## src/cpu_params.svh

```systemverilog
`ifndef CPU_PARAMS_SVH
`define CPU_PARAMS_SVH

`define XLEN 32
`define REG_NUM 32
`define REG_AW 5
`define STAGE_NUM 5
`define RESET_PC 32'h0000_0000

// Base opcodes of the supported subset
`define OP_RTYPE 7'b0110011
`define OP_ITYPE 7'b0010011
`define OP_LOAD 7'b0000011
`define OP_STORE 7'b0100011
`define OP_BRANCH 7'b1100011

`endif

```

## src/cpu_pkg.sv

```systemverilog
`include "cpu_params.svh"

package cpu_pkg;

  typedef struct packed {
    logic [6:0]         funct7;
    logic [`REG_AW-1:0] rs2;
    logic [`REG_AW-1:0] rs1;
    logic [2:0]         funct3;
    logic [`REG_AW-1:0] rd;
    logic [6:0]         opcode;
  } inst_r_t;

  typedef struct packed {
    logic [11:0]        imm;
    logic [`REG_AW-1:0] rs1;
    logic [2:0]         funct3;
    logic [`REG_AW-1:0] rd;
    logic [6:0]         opcode;
  } inst_i_t;

  typedef struct packed {
    logic [6:0]         imm_hi;
    logic [`REG_AW-1:0] rs2;
    logic [`REG_AW-1:0] rs1;
    logic [2:0]         funct3;
    logic [4:0]         imm_lo;
    logic [6:0]         opcode;
  } inst_s_t;

  // Branch offset bits are scattered over the word
  typedef struct packed {
    logic               imm_12;
    logic [5:0]         imm_10_5;
    logic [`REG_AW-1:0] rs2;
    logic [`REG_AW-1:0] rs1;
    logic [2:0]         funct3;
    logic [3:0]         imm_4_1;
    logic               imm_11;
    logic [6:0]         opcode;
  } inst_b_t;

  typedef union packed {
    inst_r_t r;
    inst_i_t i;
    inst_s_t s;
    inst_b_t b;
  } inst_u;

  typedef enum logic [2:0] {
    ALU_ADD,
    ALU_SUB,
    ALU_AND,
    ALU_OR
  } alu_op_e;

  typedef struct packed {
    alu_op_e            alu_op;
    logic               b_imm;
    logic [`XLEN-1:0]   imm;
    logic [`XLEN-1:0]   rs1_val;
    logic [`XLEN-1:0]   rs2_val;
    logic [`REG_AW-1:0] rd;
    logic               we;
    logic               load;
    logic               store;
  } id_ex_t;

  typedef struct packed {
    logic [`XLEN-1:0]   result;
    logic [`XLEN-1:0]   store_data;
    logic [`REG_AW-1:0] rd;
    logic               we;
    logic               load;
    logic               store;
  } ex_mem_t;

  typedef struct packed {
    logic [`XLEN-1:0]   result;
    logic [`REG_AW-1:0] rd;
    logic               we;
    logic               load;
  } mem_wb_t;

  typedef struct packed {
    logic [`REG_AW-1:0] rd;
    logic               we;
    logic [`XLEN-1:0]   value;
    logic               load;
  } fwd_t;

endpackage

```

## src/regfile.sv

```systemverilog
`timescale 1ns/1ps
`include "cpu_params.svh"

module regfile (
  input  logic              clk,
  input  logic              rstn,
  input  logic              we_i,
  input  logic [`REG_AW-1:0] waddr_i,
  input  logic [`XLEN-1:0]  wdata_i,
  input  logic [`REG_AW-1:0] raddr1_i,
  input  logic [`REG_AW-1:0] raddr2_i,
  output logic [`XLEN-1:0]  rdata1_o,
  output logic [`XLEN-1:0]  rdata2_o
);

  logic [`XLEN-1:0] regs [`REG_NUM];

  always_ff @(posedge clk, negedge rstn) begin
    if (!rstn) begin
      for (int k = 0; k < `REG_NUM; k++) begin
        regs[k] <= '0;
      end
    end else if (we_i) begin
      regs[waddr_i] <= wdata_i;
    end
  end

  // Writeback value bypasses the array in the same cycle
  assign rdata1_o = (raddr1_i == '0) ? '0 :
                    (we_i && waddr_i == raddr1_i) ? wdata_i : regs[raddr1_i];
  assign rdata2_o = (raddr2_i == '0) ? '0 :
                    (we_i && waddr_i == raddr2_i) ? wdata_i : regs[raddr2_i];

endmodule

```

## src/ctrl.sv

```systemverilog
`timescale 1ns/1ps
`include "cpu_params.svh"

module ctrl (
  input  logic                  stallreq_imem_i,
  input  logic                  stallreq_id_i,
  input  logic                  stallreq_dmem_i,
  output logic [`STAGE_NUM-1:0] stall_o
);

  // Highest stage wins, lower requests are covered by it
  always_comb begin
    if (stallreq_dmem_i) begin
      stall_o = 5'b01111;
    end else if (stallreq_id_i) begin
      stall_o = 5'b00011;
    end else if (stallreq_imem_i) begin
      stall_o = 5'b00001;
    end else begin
      stall_o = 5'b00000;
    end
  end

endmodule

```

## src/ifetch.sv

```systemverilog
`timescale 1ns/1ps
`include "cpu_params.svh"

module ifetch (
  input  logic                  clk,
  input  logic                  rstn,
  input  logic [`STAGE_NUM-1:0] stall_i,
  input  logic                  flush_i,
  input  logic [`XLEN-1:0]      branch_target_i,
  input  cpu_pkg::inst_u        inst_i,
  output logic [`XLEN-1:0]      inst_addr_o,
  output logic                  inst_read_o,
  output logic [`XLEN-1:0]      id_pc_o,
  output cpu_pkg::inst_u        id_inst_o
);

  logic [`XLEN-1:0] pc_q;

  // A taken branch redirects even while the fetch is waiting
  always_ff @(posedge clk, negedge rstn) begin
    if (!rstn) begin
      pc_q <= `RESET_PC;
    end else if (flush_i) begin
      pc_q <= branch_target_i;
    end else if (!stall_i[0]) begin
      pc_q <= pc_q + `XLEN'(4);
    end
  end

  assign inst_addr_o = pc_q;
  assign inst_read_o = 1'b1;

  always_ff @(posedge clk, negedge rstn) begin
    if (!rstn) begin
      id_pc_o   <= '0;
      id_inst_o <= '0;
    end else if (!stall_i[1]) begin
      id_pc_o <= pc_q;
      // Wrong path or missing fetch becomes a bubble
      if (flush_i || stall_i[0]) begin
        id_inst_o <= '0;
      end else begin
        id_inst_o <= inst_i;
      end
    end
  end

endmodule

```

## src/id.sv

```systemverilog
`timescale 1ns/1ps
`include "cpu_params.svh"

module id (
  input  logic                  clk,
  input  logic                  rstn,
  input  logic [`STAGE_NUM-1:0] stall_i,
  input  logic [`XLEN-1:0]      pc_i,
  input  cpu_pkg::inst_u        inst_i,
  input  logic [`XLEN-1:0]      rs1_data_i,
  input  logic [`XLEN-1:0]      rs2_data_i,
  input  cpu_pkg::fwd_t         ex_fwd_i,
  input  cpu_pkg::fwd_t         mem_fwd_i,
  output logic [`REG_AW-1:0]    raddr1_o,
  output logic [`REG_AW-1:0]    raddr2_o,
  output logic                  stallreq_o,
  output logic                  flush_o,
  output logic [`XLEN-1:0]      branch_target_o,
  output cpu_pkg::id_ex_t       ex_o
);

  cpu_pkg::id_ex_t  dec;
  logic             use_rs1;
  logic             use_rs2;
  logic             is_beq;
  logic [`XLEN-1:0] imm_i;
  logic [`XLEN-1:0] imm_s;
  logic [`XLEN-1:0] imm_b;
  logic [`XLEN-1:0] op1;
  logic [`XLEN-1:0] op2;

  // Youngest producer first
  function automatic logic [`XLEN-1:0] fwd_value(input logic [`REG_AW-1:0] ra,
                                                  input logic [`XLEN-1:0] rf,
                                                  input cpu_pkg::fwd_t e,
                                                  input cpu_pkg::fwd_t m);
    return (e.we && e.rd == ra) ? e.value : (m.we && m.rd == ra) ? m.value : rf;
  endfunction

  // Load data is not ready before writeback
  function automatic logic fwd_pending(input logic [`REG_AW-1:0] ra,
                                       input cpu_pkg::fwd_t e,
                                       input cpu_pkg::fwd_t m);
    return (e.we && e.rd == ra) ? e.load : (m.we && m.rd == ra && m.load);
  endfunction

  assign raddr1_o = inst_i.r.rs1;
  assign raddr2_o = inst_i.r.rs2;

  assign imm_i = {{(`XLEN-12){inst_i.i.imm[11]}}, inst_i.i.imm};
  assign imm_s = {{(`XLEN-12){inst_i.s.imm_hi[6]}}, inst_i.s.imm_hi, inst_i.s.imm_lo};
  assign imm_b = {{(`XLEN-12){inst_i.b.imm_12}}, inst_i.b.imm_11, inst_i.b.imm_10_5,
                  inst_i.b.imm_4_1, 1'b0};

  assign op1 = fwd_value(inst_i.r.rs1, rs1_data_i, ex_fwd_i, mem_fwd_i);
  assign op2 = fwd_value(inst_i.r.rs2, rs2_data_i, ex_fwd_i, mem_fwd_i);

  always_comb begin
    dec         = '0;
    dec.alu_op  = cpu_pkg::ALU_ADD;
    dec.imm     = imm_i;
    dec.rd      = inst_i.r.rd;
    dec.rs1_val = op1;
    dec.rs2_val = op2;
    use_rs1     = 1'b0;
    use_rs2     = 1'b0;
    is_beq      = 1'b0;
    case (inst_i.r.opcode)
      `OP_RTYPE: begin
        use_rs1 = 1'b1;
        use_rs2 = 1'b1;
        dec.we  = 1'b1;
        case ({inst_i.r.funct7, inst_i.r.funct3})
          {7'h00, 3'b000}: dec.alu_op = cpu_pkg::ALU_ADD;
          {7'h20, 3'b000}: dec.alu_op = cpu_pkg::ALU_SUB;
          {7'h00, 3'b111}: dec.alu_op = cpu_pkg::ALU_AND;
          {7'h00, 3'b110}: dec.alu_op = cpu_pkg::ALU_OR;
          default: dec.we = 1'b0;
        endcase
      end
      `OP_ITYPE: begin
        use_rs1   = 1'b1;
        dec.b_imm = 1'b1;
        dec.we    = (inst_i.i.funct3 == 3'b000);
      end
      `OP_LOAD: begin
        use_rs1   = 1'b1;
        dec.b_imm = 1'b1;
        dec.load  = (inst_i.i.funct3 == 3'b010);
        dec.we    = dec.load;
      end
      `OP_STORE: begin
        use_rs1   = 1'b1;
        use_rs2   = 1'b1;
        dec.b_imm = 1'b1;
        dec.imm   = imm_s;
        dec.store = (inst_i.s.funct3 == 3'b010);
      end
      `OP_BRANCH: begin
        use_rs1 = 1'b1;
        use_rs2 = 1'b1;
        is_beq  = (inst_i.b.funct3 == 3'b000);
      end
      default: begin
      end
    endcase
    // x0 never produces a result
    dec.we = dec.we && (inst_i.r.rd != '0);
  end

  assign stallreq_o = (use_rs1 && fwd_pending(inst_i.r.rs1, ex_fwd_i, mem_fwd_i)) ||
                      (use_rs2 && fwd_pending(inst_i.r.rs2, ex_fwd_i, mem_fwd_i));

  assign flush_o         = is_beq && (op1 == op2) && !stall_i[1];
  assign branch_target_o = pc_i + imm_b;

  always_ff @(posedge clk, negedge rstn) begin
    if (!rstn) begin
      ex_o <= '0;
    end else if (!stall_i[2]) begin
      ex_o <= stall_i[1] ? '0 : dec;
    end
  end

endmodule

```

## src/ex.sv

```systemverilog
`timescale 1ns/1ps
`include "cpu_params.svh"

module ex (
  input  logic                  clk,
  input  logic                  rstn,
  input  logic [`STAGE_NUM-1:0] stall_i,
  input  cpu_pkg::id_ex_t       id_i,
  output cpu_pkg::fwd_t         fwd_o,
  output cpu_pkg::ex_mem_t      mem_o
);

  logic [`XLEN-1:0] opb;
  logic [`XLEN-1:0] result;

  assign opb = id_i.b_imm ? id_i.imm : id_i.rs2_val;

  // Loads and stores use the adder for the address
  always_comb begin
    case (id_i.alu_op)
      cpu_pkg::ALU_SUB: result = id_i.rs1_val - opb;
      cpu_pkg::ALU_AND: result = id_i.rs1_val & opb;
      cpu_pkg::ALU_OR:  result = id_i.rs1_val | opb;
      default:          result = id_i.rs1_val + opb;
    endcase
  end

  assign fwd_o.rd    = id_i.rd;
  assign fwd_o.we    = id_i.we;
  assign fwd_o.value = result;
  assign fwd_o.load  = id_i.load;

  always_ff @(posedge clk, negedge rstn) begin
    if (!rstn) begin
      mem_o <= '0;
    end else if (!stall_i[3]) begin
      if (stall_i[2]) begin
        mem_o <= '0;
      end else begin
        mem_o.result     <= result;
        mem_o.store_data <= id_i.rs2_val;
        mem_o.rd         <= id_i.rd;
        mem_o.we         <= id_i.we;
        mem_o.load       <= id_i.load;
        mem_o.store      <= id_i.store;
      end
    end
  end

endmodule

```

## src/mem_wb.sv

```systemverilog
`timescale 1ns/1ps
`include "cpu_params.svh"

module mem_wb (
  input  logic                  clk,
  input  logic                  rstn,
  input  logic [`STAGE_NUM-1:0] stall_i,
  input  cpu_pkg::ex_mem_t      ex_i,
  input  logic [`XLEN-1:0]      data_in_i,
  output logic                  data_read_o,
  output logic                  data_write_o,
  output logic [`XLEN-1:0]      data_addr_o,
  output logic [`XLEN-1:0]      data_out_o,
  output cpu_pkg::fwd_t         fwd_o,
  output logic                  we_o,
  output logic [`REG_AW-1:0]    waddr_o,
  output logic [`XLEN-1:0]      wdata_o
);

  cpu_pkg::mem_wb_t wb_q;

  // Request is held steady by the frozen execute/memory register
  assign data_read_o  = ex_i.load;
  assign data_write_o = ex_i.store;
  assign data_addr_o  = ex_i.result;
  assign data_out_o   = ex_i.store_data;

  assign fwd_o.rd    = ex_i.rd;
  assign fwd_o.we    = ex_i.we;
  assign fwd_o.value = ex_i.result;
  assign fwd_o.load  = ex_i.load;

  always_ff @(posedge clk, negedge rstn) begin
    if (!rstn) begin
      wb_q <= '0;
    end else if (!stall_i[4]) begin
      if (stall_i[3]) begin
        wb_q <= '0;
      end else begin
        wb_q.result <= ex_i.result;
        wb_q.rd     <= ex_i.rd;
        wb_q.we     <= ex_i.we;
        wb_q.load   <= ex_i.load;
      end
    end
  end

  // Read data arrives during the writeback cycle
  assign we_o    = wb_q.we;
  assign waddr_o = wb_q.rd;
  assign wdata_o = wb_q.load ? data_in_i : wb_q.result;

endmodule

```

## src/cpu.sv

```systemverilog
`timescale 1ns/1ps
`include "cpu_params.svh"

module cpu (
  input  logic             clk,
  input  logic             rstn,
  // Instruction port
  input  logic [`XLEN-1:0] inst_in_i,
  output logic             inst_read_o,
  output logic [`XLEN-1:0] inst_addr_o,
  // Data port
  input  logic [`XLEN-1:0] data_in_i,
  output logic             data_read_o,
  output logic             data_write_o,
  output logic [`XLEN-1:0] data_addr_o,
  output logic [`XLEN-1:0] data_out_o,
  // Memory wait requests
  input  logic             stallreq_imem_i,
  input  logic             stallreq_dmem_i
);

  logic [`STAGE_NUM-1:0] stall;
  logic                  stallreq_id;
  logic                  flush;
  logic [`XLEN-1:0]      branch_target;

  logic [`XLEN-1:0]      id_pc;
  cpu_pkg::inst_u        id_inst;
  cpu_pkg::id_ex_t       id_ex;
  cpu_pkg::ex_mem_t      ex_mem;
  cpu_pkg::fwd_t         ex_fwd;
  cpu_pkg::fwd_t         mem_fwd;

  logic [`REG_AW-1:0]    raddr1;
  logic [`REG_AW-1:0]    raddr2;
  logic [`XLEN-1:0]      rdata1;
  logic [`XLEN-1:0]      rdata2;
  logic                  wb_we;
  logic [`REG_AW-1:0]    wb_addr;
  logic [`XLEN-1:0]      wb_data;

  regfile regfile0 (
    .clk      (clk),
    .rstn     (rstn),
    .we_i     (wb_we),
    .waddr_i  (wb_addr),
    .wdata_i  (wb_data),
    .raddr1_i (raddr1),
    .raddr2_i (raddr2),
    .rdata1_o (rdata1),
    .rdata2_o (rdata2)
  );

  ctrl ctrl0 (
    .stallreq_imem_i (stallreq_imem_i),
    .stallreq_id_i   (stallreq_id),
    .stallreq_dmem_i (stallreq_dmem_i),
    .stall_o         (stall)
  );

  ifetch ifetch0 (
    .clk             (clk),
    .rstn            (rstn),
    .stall_i         (stall),
    .flush_i         (flush),
    .branch_target_i (branch_target),
    .inst_i          (inst_in_i),
    .inst_addr_o     (inst_addr_o),
    .inst_read_o     (inst_read_o),
    .id_pc_o         (id_pc),
    .id_inst_o       (id_inst)
  );

  id id0 (
    .clk             (clk),
    .rstn            (rstn),
    .stall_i         (stall),
    .pc_i            (id_pc),
    .inst_i          (id_inst),
    .rs1_data_i      (rdata1),
    .rs2_data_i      (rdata2),
    .ex_fwd_i        (ex_fwd),
    .mem_fwd_i       (mem_fwd),
    .raddr1_o        (raddr1),
    .raddr2_o        (raddr2),
    .stallreq_o      (stallreq_id),
    .flush_o         (flush),
    .branch_target_o (branch_target),
    .ex_o            (id_ex)
  );

  ex ex0 (
    .clk     (clk),
    .rstn    (rstn),
    .stall_i (stall),
    .id_i    (id_ex),
    .fwd_o   (ex_fwd),
    .mem_o   (ex_mem)
  );

  mem_wb mem_wb0 (
    .clk          (clk),
    .rstn         (rstn),
    .stall_i      (stall),
    .ex_i         (ex_mem),
    .data_in_i    (data_in_i),
    .data_read_o  (data_read_o),
    .data_write_o (data_write_o),
    .data_addr_o  (data_addr_o),
    .data_out_o   (data_out_o),
    .fwd_o        (mem_fwd),
    .we_o         (wb_we),
    .waddr_o      (wb_addr),
    .wdata_o      (wb_data)
  );

endmodule

```

## config.mk

```make
export PLATFORM = sky130hd
export DESIGN_NAME = cpu
export DESIGN_NICKNAME = d
export VERILOG_FILES = /design/src/cpu_pkg.sv /design/src/regfile.sv /design/src/ctrl.sv /design/src/ifetch.sv /design/src/id.sv /design/src/ex.sv /design/src/mem_wb.sv /design/src/cpu.sv
export VERILOG_INCLUDE_DIRS = /design/src
export SDC_FILE = /design/constraint.sdc
export NUM_CORES = 2
export LEC_CHECK = 0
export ABC_AREA = 1
export ABC_CLOCK_PERIOD_IN_PS = 4500
export BUFFER_PORTS_ARGS = -buffer_cell sky130_fd_sc_hd__buf_2
export CAP_MARGIN = 20
export CELL_PAD_IN_SITES_DETAIL_PLACEMENT = 1
export CELL_PAD_IN_SITES_GLOBAL_PLACEMENT = 2
export CORE_MARGIN = 4
export CORE_UTILIZATION = 33
export DETAILED_ROUTE_END_ITERATION = 8
export PLACE_DENSITY = 0.81
export SYNTH_ARGS = -nofsm -noshare
export SYNTH_HDL_FRONTEND = slang
export SYNTH_SLANG_ARGS = --single-unit
```

## constraint.sdc

```tcl
create_clock -name clk -period 4.5 [get_ports clk]
set_input_delay 0.45 -clock clk [delete_from_list [all_inputs] [get_ports clk]]
set_output_delay 0.45 -clock clk [all_outputs]
set_load 0.1 [all_outputs]
```

* After elaboration in Yosys (flattened, before gate mapping)
Cells that the tools add are included.
** Storage, ports and cells
- Register bits after elaboration :: 1339
- Input bits :: 68
- Word-level logic and storage cells :: 155
** Operators by class
- Add/sub/neg operators :: 4
- Order comparisons :: 4
- Equal/unequal tests :: 20
- Mux-type cells :: 42
- Bitwise logic cells :: 5
- Reduce and logical (&&, ||, !) cells :: 26
** Operator list (count)
- bitwise mux 1024 bit :: 1
- 2-to-1 mux 32 bit :: 18
- binary-select mux 32 bit (select 5 bit) :: 2
- demux 32 bit (select 5 bit) :: 1
- 2-to-1 mux 107 bit :: 1
- one-hot mux 32 bit (3 select lines) :: 1
- 2-to-1 mux 72 bit :: 1
- adder 32 bit :: 2
- 2-to-1 mux 39 bit :: 1
- adder 32 x 3 -> 32 bit, second input constant :: 1
- AND 32 bit :: 1
- == test 32 bit :: 1
- bitwise OR 32 bit :: 1
- subtractor 32 bit :: 1
- == test 5 bit :: 6
- == test 10 x 3 -> 1 bit, second input constant :: 2
- >= comparator 6 bit, second input constant :: 3
- inverter 5 -> 6 bit :: 3
- 2-to-1 mux 5 bit :: 3
- == test 7 x 6 -> 1 bit, second input constant :: 2
- logical AND 1 bit :: 14
- == test 10 x 9 -> 1 bit, second input constant :: 1
- zero test 10 bit :: 1
- zero test 5 bit :: 2
- other kinds (18) :: 31

* Logic depth before layout (Yosys ltp)
- Word-level depth :: 13
- Mapped depth :: 42
- Gate-level depth less buffers :: 40

* By module
From an unflattened synthesis, not the netlist that was laid out.
** Second synthesis, totals
- Cell total of the unflattened synthesis :: 11916
- Area total of the unflattened synthesis :: 80831.3 um^2
** By module, submodules not included
- regfile :: times used 1, cells an instance 8489, area an instance 58292.2 um^2, seq. area each 25624.6 um^2
- id :: times used 1, cells an instance 1348, area an instance 8212.9 um^2, seq. area each 2177.1 um^2
- ex :: times used 1, cells an instance 1059, area an instance 6816.5 um^2, seq. area each 1801.7 um^2
- ifetch :: times used 1, cells an instance 634, area an instance 4738.3 um^2, seq. area each 2402.3 um^2
- mem_wb :: times used 1, cells an instance 378, area an instance 2727.6 um^2, seq. area each 975.9 um^2
- ctrl :: times used 1, cells an instance 8, area an instance 43.8 um^2, seq. area each 0.0 um^2

* Least setup slack after synthesis
Ideal clock, no wire load.
- Path kind :: reg-to-reg
- Start :: register id0.ex_o[104] in the netlist's numbering
- End :: register ifetch0.pc_q[22], in the netlist ifetch0.inst_addr_o[22]
- Library setup time :: 0.121 ns
- Data arrival time :: 4.721 ns
- Data required time :: 4.379 ns
- Path slack :: -0.342 ns
- Cell stages (with the launch flop) :: 39
- Period minus slack after synthesis :: 4.842 ns
- Path through :: dfrtp_1 > buf_4 > buf_6 > o21ai_2 > ha_1 > nand3_1 > nor3_1 > nand2_1 > nor3_1 > nand2_1 > nor3b_1 > nand4_1 > nor2_1 > nand3_1 > o31ai_1 > xor2_1 > ha_1 > nand2_1 > [... 3 more ...] > a21oi_1 > nand2_1 > a21oi_1 > nand3_1 > nand3_1 > nand2_1 > nand2_1 > nand2_1 > nand2_1 > nand2_1 > nor2_1 > nand2_1 > nor2_4 > nand2_4 > buf_6 > buf_4 > nand3_1 > nand2_1
** Between the ends
- Word-level cells in the longest chain between the ends :: 8
- Elaborated cells on any way between the ends :: 13
** Ends and longest elaborated chain
- from (decl) :: line id.sv:19 : output cpu_pkg::id_ex_t ex_o
- from (signal assigned) :: line id.sv:121 : ex_o <= stall_i[1] ? '0 : dec;
- 2-to-1 mux 32 bit * :: line ex.sv:16 : assign opb = id_i.b_imm ? id_i.imm : id_i.rs2_val;
- adder 32 bit, or another cell as far along :: line ex.sv:24 : default: result = id_i.rs1_val + opb;
- one-hot mux 32 bit (3 select lines) * :: line ex.sv:20 : case (id_i.alu_op)
- 2-to-1 mux 32 bit :: line id.sv:37 : return (e.we && e.rd == ra) ? e.value : (m.we && m.rd == ra) ? m.value : rf;
- == test 32 bit * :: line id.sv:114 : assign flush_o = is_beq && (op1 == op2) && !stall_i[1];
- logical AND 1 bit * (2 in series) :: line id.sv:114
- inequality test 2 bit (no line) or 2-to-1 mux 32 bit (tied branches)
- to (signal assigned) :: line ifetch.sv:22 : pc_q <= `RESET_PC;
- to (signal assigned) :: line ifetch.sv:24 : pc_q <= branch_target_i;
- to (signal assigned) :: line ifetch.sv:26 : pc_q <= pc_q + `XLEN'(4);
- to (decl) :: line ifetch.sv:17 : logic [`XLEN-1:0] pc_q;
Every way passes the cells marked *; elsewhere a longest branch is shown, timed or not.
A chain may end at the register's enable or synchronous reset.

* Worst setup path in the final report
- Start :: register id0.ex_o[104] in the netlist's numbering
- End :: register ifetch0.pc_q[2], in the netlist ifetch0.inst_addr_o[2]
Same word-level chain as after synthesis.

==> flow_summary.ini <==
[route]
post_drt_via_cell_ratio = 5.71
drtPass1Iterations = 7
wirelength_um = 393000
via_count = 81764
ant_nets = 0
drc = 0
post_drt_wl_per_cell_um = 27.5
drt-initial-drc-count = 8008

[die]
die_w_um = 491
core_area_um2 = 233000
io_pins = 167
rows = 177
die-area_um2 = 241000
initial_utilization = 0.331
die_y_um = 491

[clocking]
cts_buffers = 161
clk_pin_slew_ns = 0.06
h-tree-depth = 4
cts_tree = done
clockBufferDepth = 3
cts_sinks = 1318
cts-root-buf = clkbuf_16
clk_latency_ns = 0.83

[sta]
rsz0062_at_grt = true
clock.fmax_mhz = 178
finalHoldViolations = 0
drv_slew = 0
layout_setup_ws_ns = -1.11
setup_viol_count_final = 70
slew_headroom = 0.211
fin_crit_ns = 5.61
clock_skew_ns = 0.0307
setup_tns_ns = -68.89
tightest_slew_ns = 1.18
post-route-period-util = 1.25

[yosys]
synth.area.top_cells = dfrtp_1 (43%), nand2_1 (14%), o21ai_0 (10%)
yosysMostFrequentCell = nand2_1
synth.cell_area_um2 = 77100
synth-main-ff-cell = dfrtp_1
yosysTopAreaCell = dfrtp_1
yosysSeqAreaShare = 0.428
synth_common_cells = nand2_1 (2868), o21ai_0 (1574), dfrtp_1 (1318), a21oi_1 (982), inv_1 (972)
synth_edf_count = 0
synthDistinctLibCells = 62
yosysTopAreaCellShare = 0.428
ys_ff_latch = 1318
synthArstFlopShare = 1.00
yosys_warnings = 0
postSynthAreaPerCell_um2 = 7.06
synth_fp_nets = 11057
netlist_instances = 10922

[run_status]
run_status = finished with violations
violations = setup timing

[critical_path]
r2r-start = id0.ex_o[104]$_DFFE_PN0N_
cp.required_ns = 5.25
worstSetupStartpointType = flip-flop
path_buf_inv = 6
r2r-end = ifetch0.inst_addr_o[2]$_DFFE_PN0P_
critPathKind = flip-flop to flip-flop
crit_path_end = ifetch0.inst_addr_o[2]$_DFFE_PN0P_
reg2regPathDepth = 38
crit_cells = 38
arrival_ns = 6.36
worst-r2r-setup-slack_ns = -1.11
critPathMaxStageDelay_ns = 0.44
critPathCaptureType = flip-flop
cp-startpoint = id0.ex_o[104]$_DFFE_PN0N_
cp_max_fo = 8
cp_slowest_cell = dfrtp_2
crit_family = simple AND/OR/NAND/NOR gates

[power_and_ir_drop]
p_per_area_nw_per_um2 = 438
peakVddDrop_v = 0.000449
power.leakage_nw = 45.4

[layout]
final_cell_count_no_fill = 14313
nNetsFinal = 11268
fin_area_um2 = 92800
drive_above_1_share = 0.137
area_delta_synth_final_pct = 20.5

[grt]
grt-ovfl-total = 0
grt_pass1_wl_um = 573000
globalRouteTotalUtil = 0.315
grt_pass1_vias = 83090
antenna_found_initial = 16
grt_max_degree = 135

[placed_design]
hpwlAfterDp_um = 250000
dpl_cell_area_um2 = 85000
place_ws_ns = -1.31
port_buffers = 165
gp_congestion = 0.911
place_inst = 13925

[hold_path]
hold_class = input port to asynchronous set/reset pin

[run]
maxCapViolCount = 0
layout make-up:
cell class              instances  area, µm²
diodes                          7       17.5
clock buffers                 235       4750
clock inverters                58        752
fillers                     28607     140000
inverters                     999       3800
multi-input cells            7725      38000
flip-flops and latches       1318      33000
well taps                    3043       3810
repair buffers                928       8720
registers in the layout (all words and copies together), names as in the netlist:
register,flops
ifetch0.id_inst_o,32
ifetch0.id_pc_o,32
ex0.mem_o,72
ifetch0.inst_addr_o,32
mem_wb0.wb_q,33
id0.ex_o,87
regfile0.regs,1024
mem_wb0.we_o,1
mem_wb0.waddr_o,5
power by group:
group / leakage (nW) / internal (mW) / switching, mW
Combinational: 29.7 / 3.99 / 9.52
Sequential: 12.9 / 12.5 / 0.786
Clock: 2.71 / 8.13 / 5.72
Total: 45.4 / 24.6 / 16.0
metal layers:
metal	GRT usage	vias to the layer above	part of all wire
met3	0.0589	953	0.075
met5	0	-	0.00011
met4	0.161	8	0.060
li1	-	36259	-
met1	0.427	41270	0.43
met2	0.481	3274	0.44
cells by family (layout without fill, tap and decap cells):
group	Yosys count	after routing	synth area share
AOI/OAI and AO/OA	3085	3085	0.215
buffers and inverters	1881	2220	0.101
other	1	8	0.0000487
DFF	1318	1318	0.428
xor gates and xnor gates	88	88	0.0100
and+or+nand+nor	4482	4484	0.235
adders and majority gates	67	67	0.0111
cells in the final DEF (no fill, tap or decap), types with 30 or more instances in the layout:
cell type      count
ha_1              63
nand3_1          631
clkbuf_8          40
nand2_4           40
buf_2            163
nor2_4            30
nand2_1         2754
o21ai_1           84
clkbuf_1          32
xor2_1            69
buf_12           142
a21oi_1          966
o211ai_1         247
o21ai_0         1523
o22ai_1           85
nor2_1           717
or2_2             35
nand2_2           74
inv_1            966
o221ai_1          33
buf_4            549
dlygate4sd3_1     33
nand3_2           56
o2111ai_1         45
clkbuf_16        169
dfrtp_1         1306
nand4_1           37
what timing repair did:
action | CTS | global route
gates cloned | 7 | 7
buffers inserted | 36 | 20
gates resized for setup | 155 | 252
hold endpoints to repair | 431 | 0
pin swaps | 51 | 83
hold buffers | 33 | 0
setup endpoints to repair | 87 | 109
how the worst min path moves through the flow:
stage                     from                              end  slack, ns  cells after the start
final                     rstn   regfile0.regs[978]$_DFFE_PN0P_       0.13                      2
after global routing      rstn  regfile0.regs[1013]$_DFFE_PN0P_       0.12                      2
after CTS                 rstn  regfile0.regs[1013]$_DFFE_PN0P_       0.09                      2
after detailed placement  rstn   regfile0.regs[978]$_DFFE_PN0P_       0.35                      1
after global placement    rstn  regfile0.regs[1013]$_DFFE_PN0P_       0.35                      1
after floorplan           rstn         ex0.mem_o[0]$_DFFE_PN0N_       0.15                      0
through the flow:
stage                     hold slack [ns]   util  total power, mW
after global placement              0.351  0.365             26.0
after detailed placement            0.354  0.365             26.2
after global routing                0.125  0.399             42.2
after floorplan                     0.154      -             20.1
after CTS                          0.0888  0.394             40.4
final                               0.130  0.399             40.7
(Power assumes the default switching activity.)
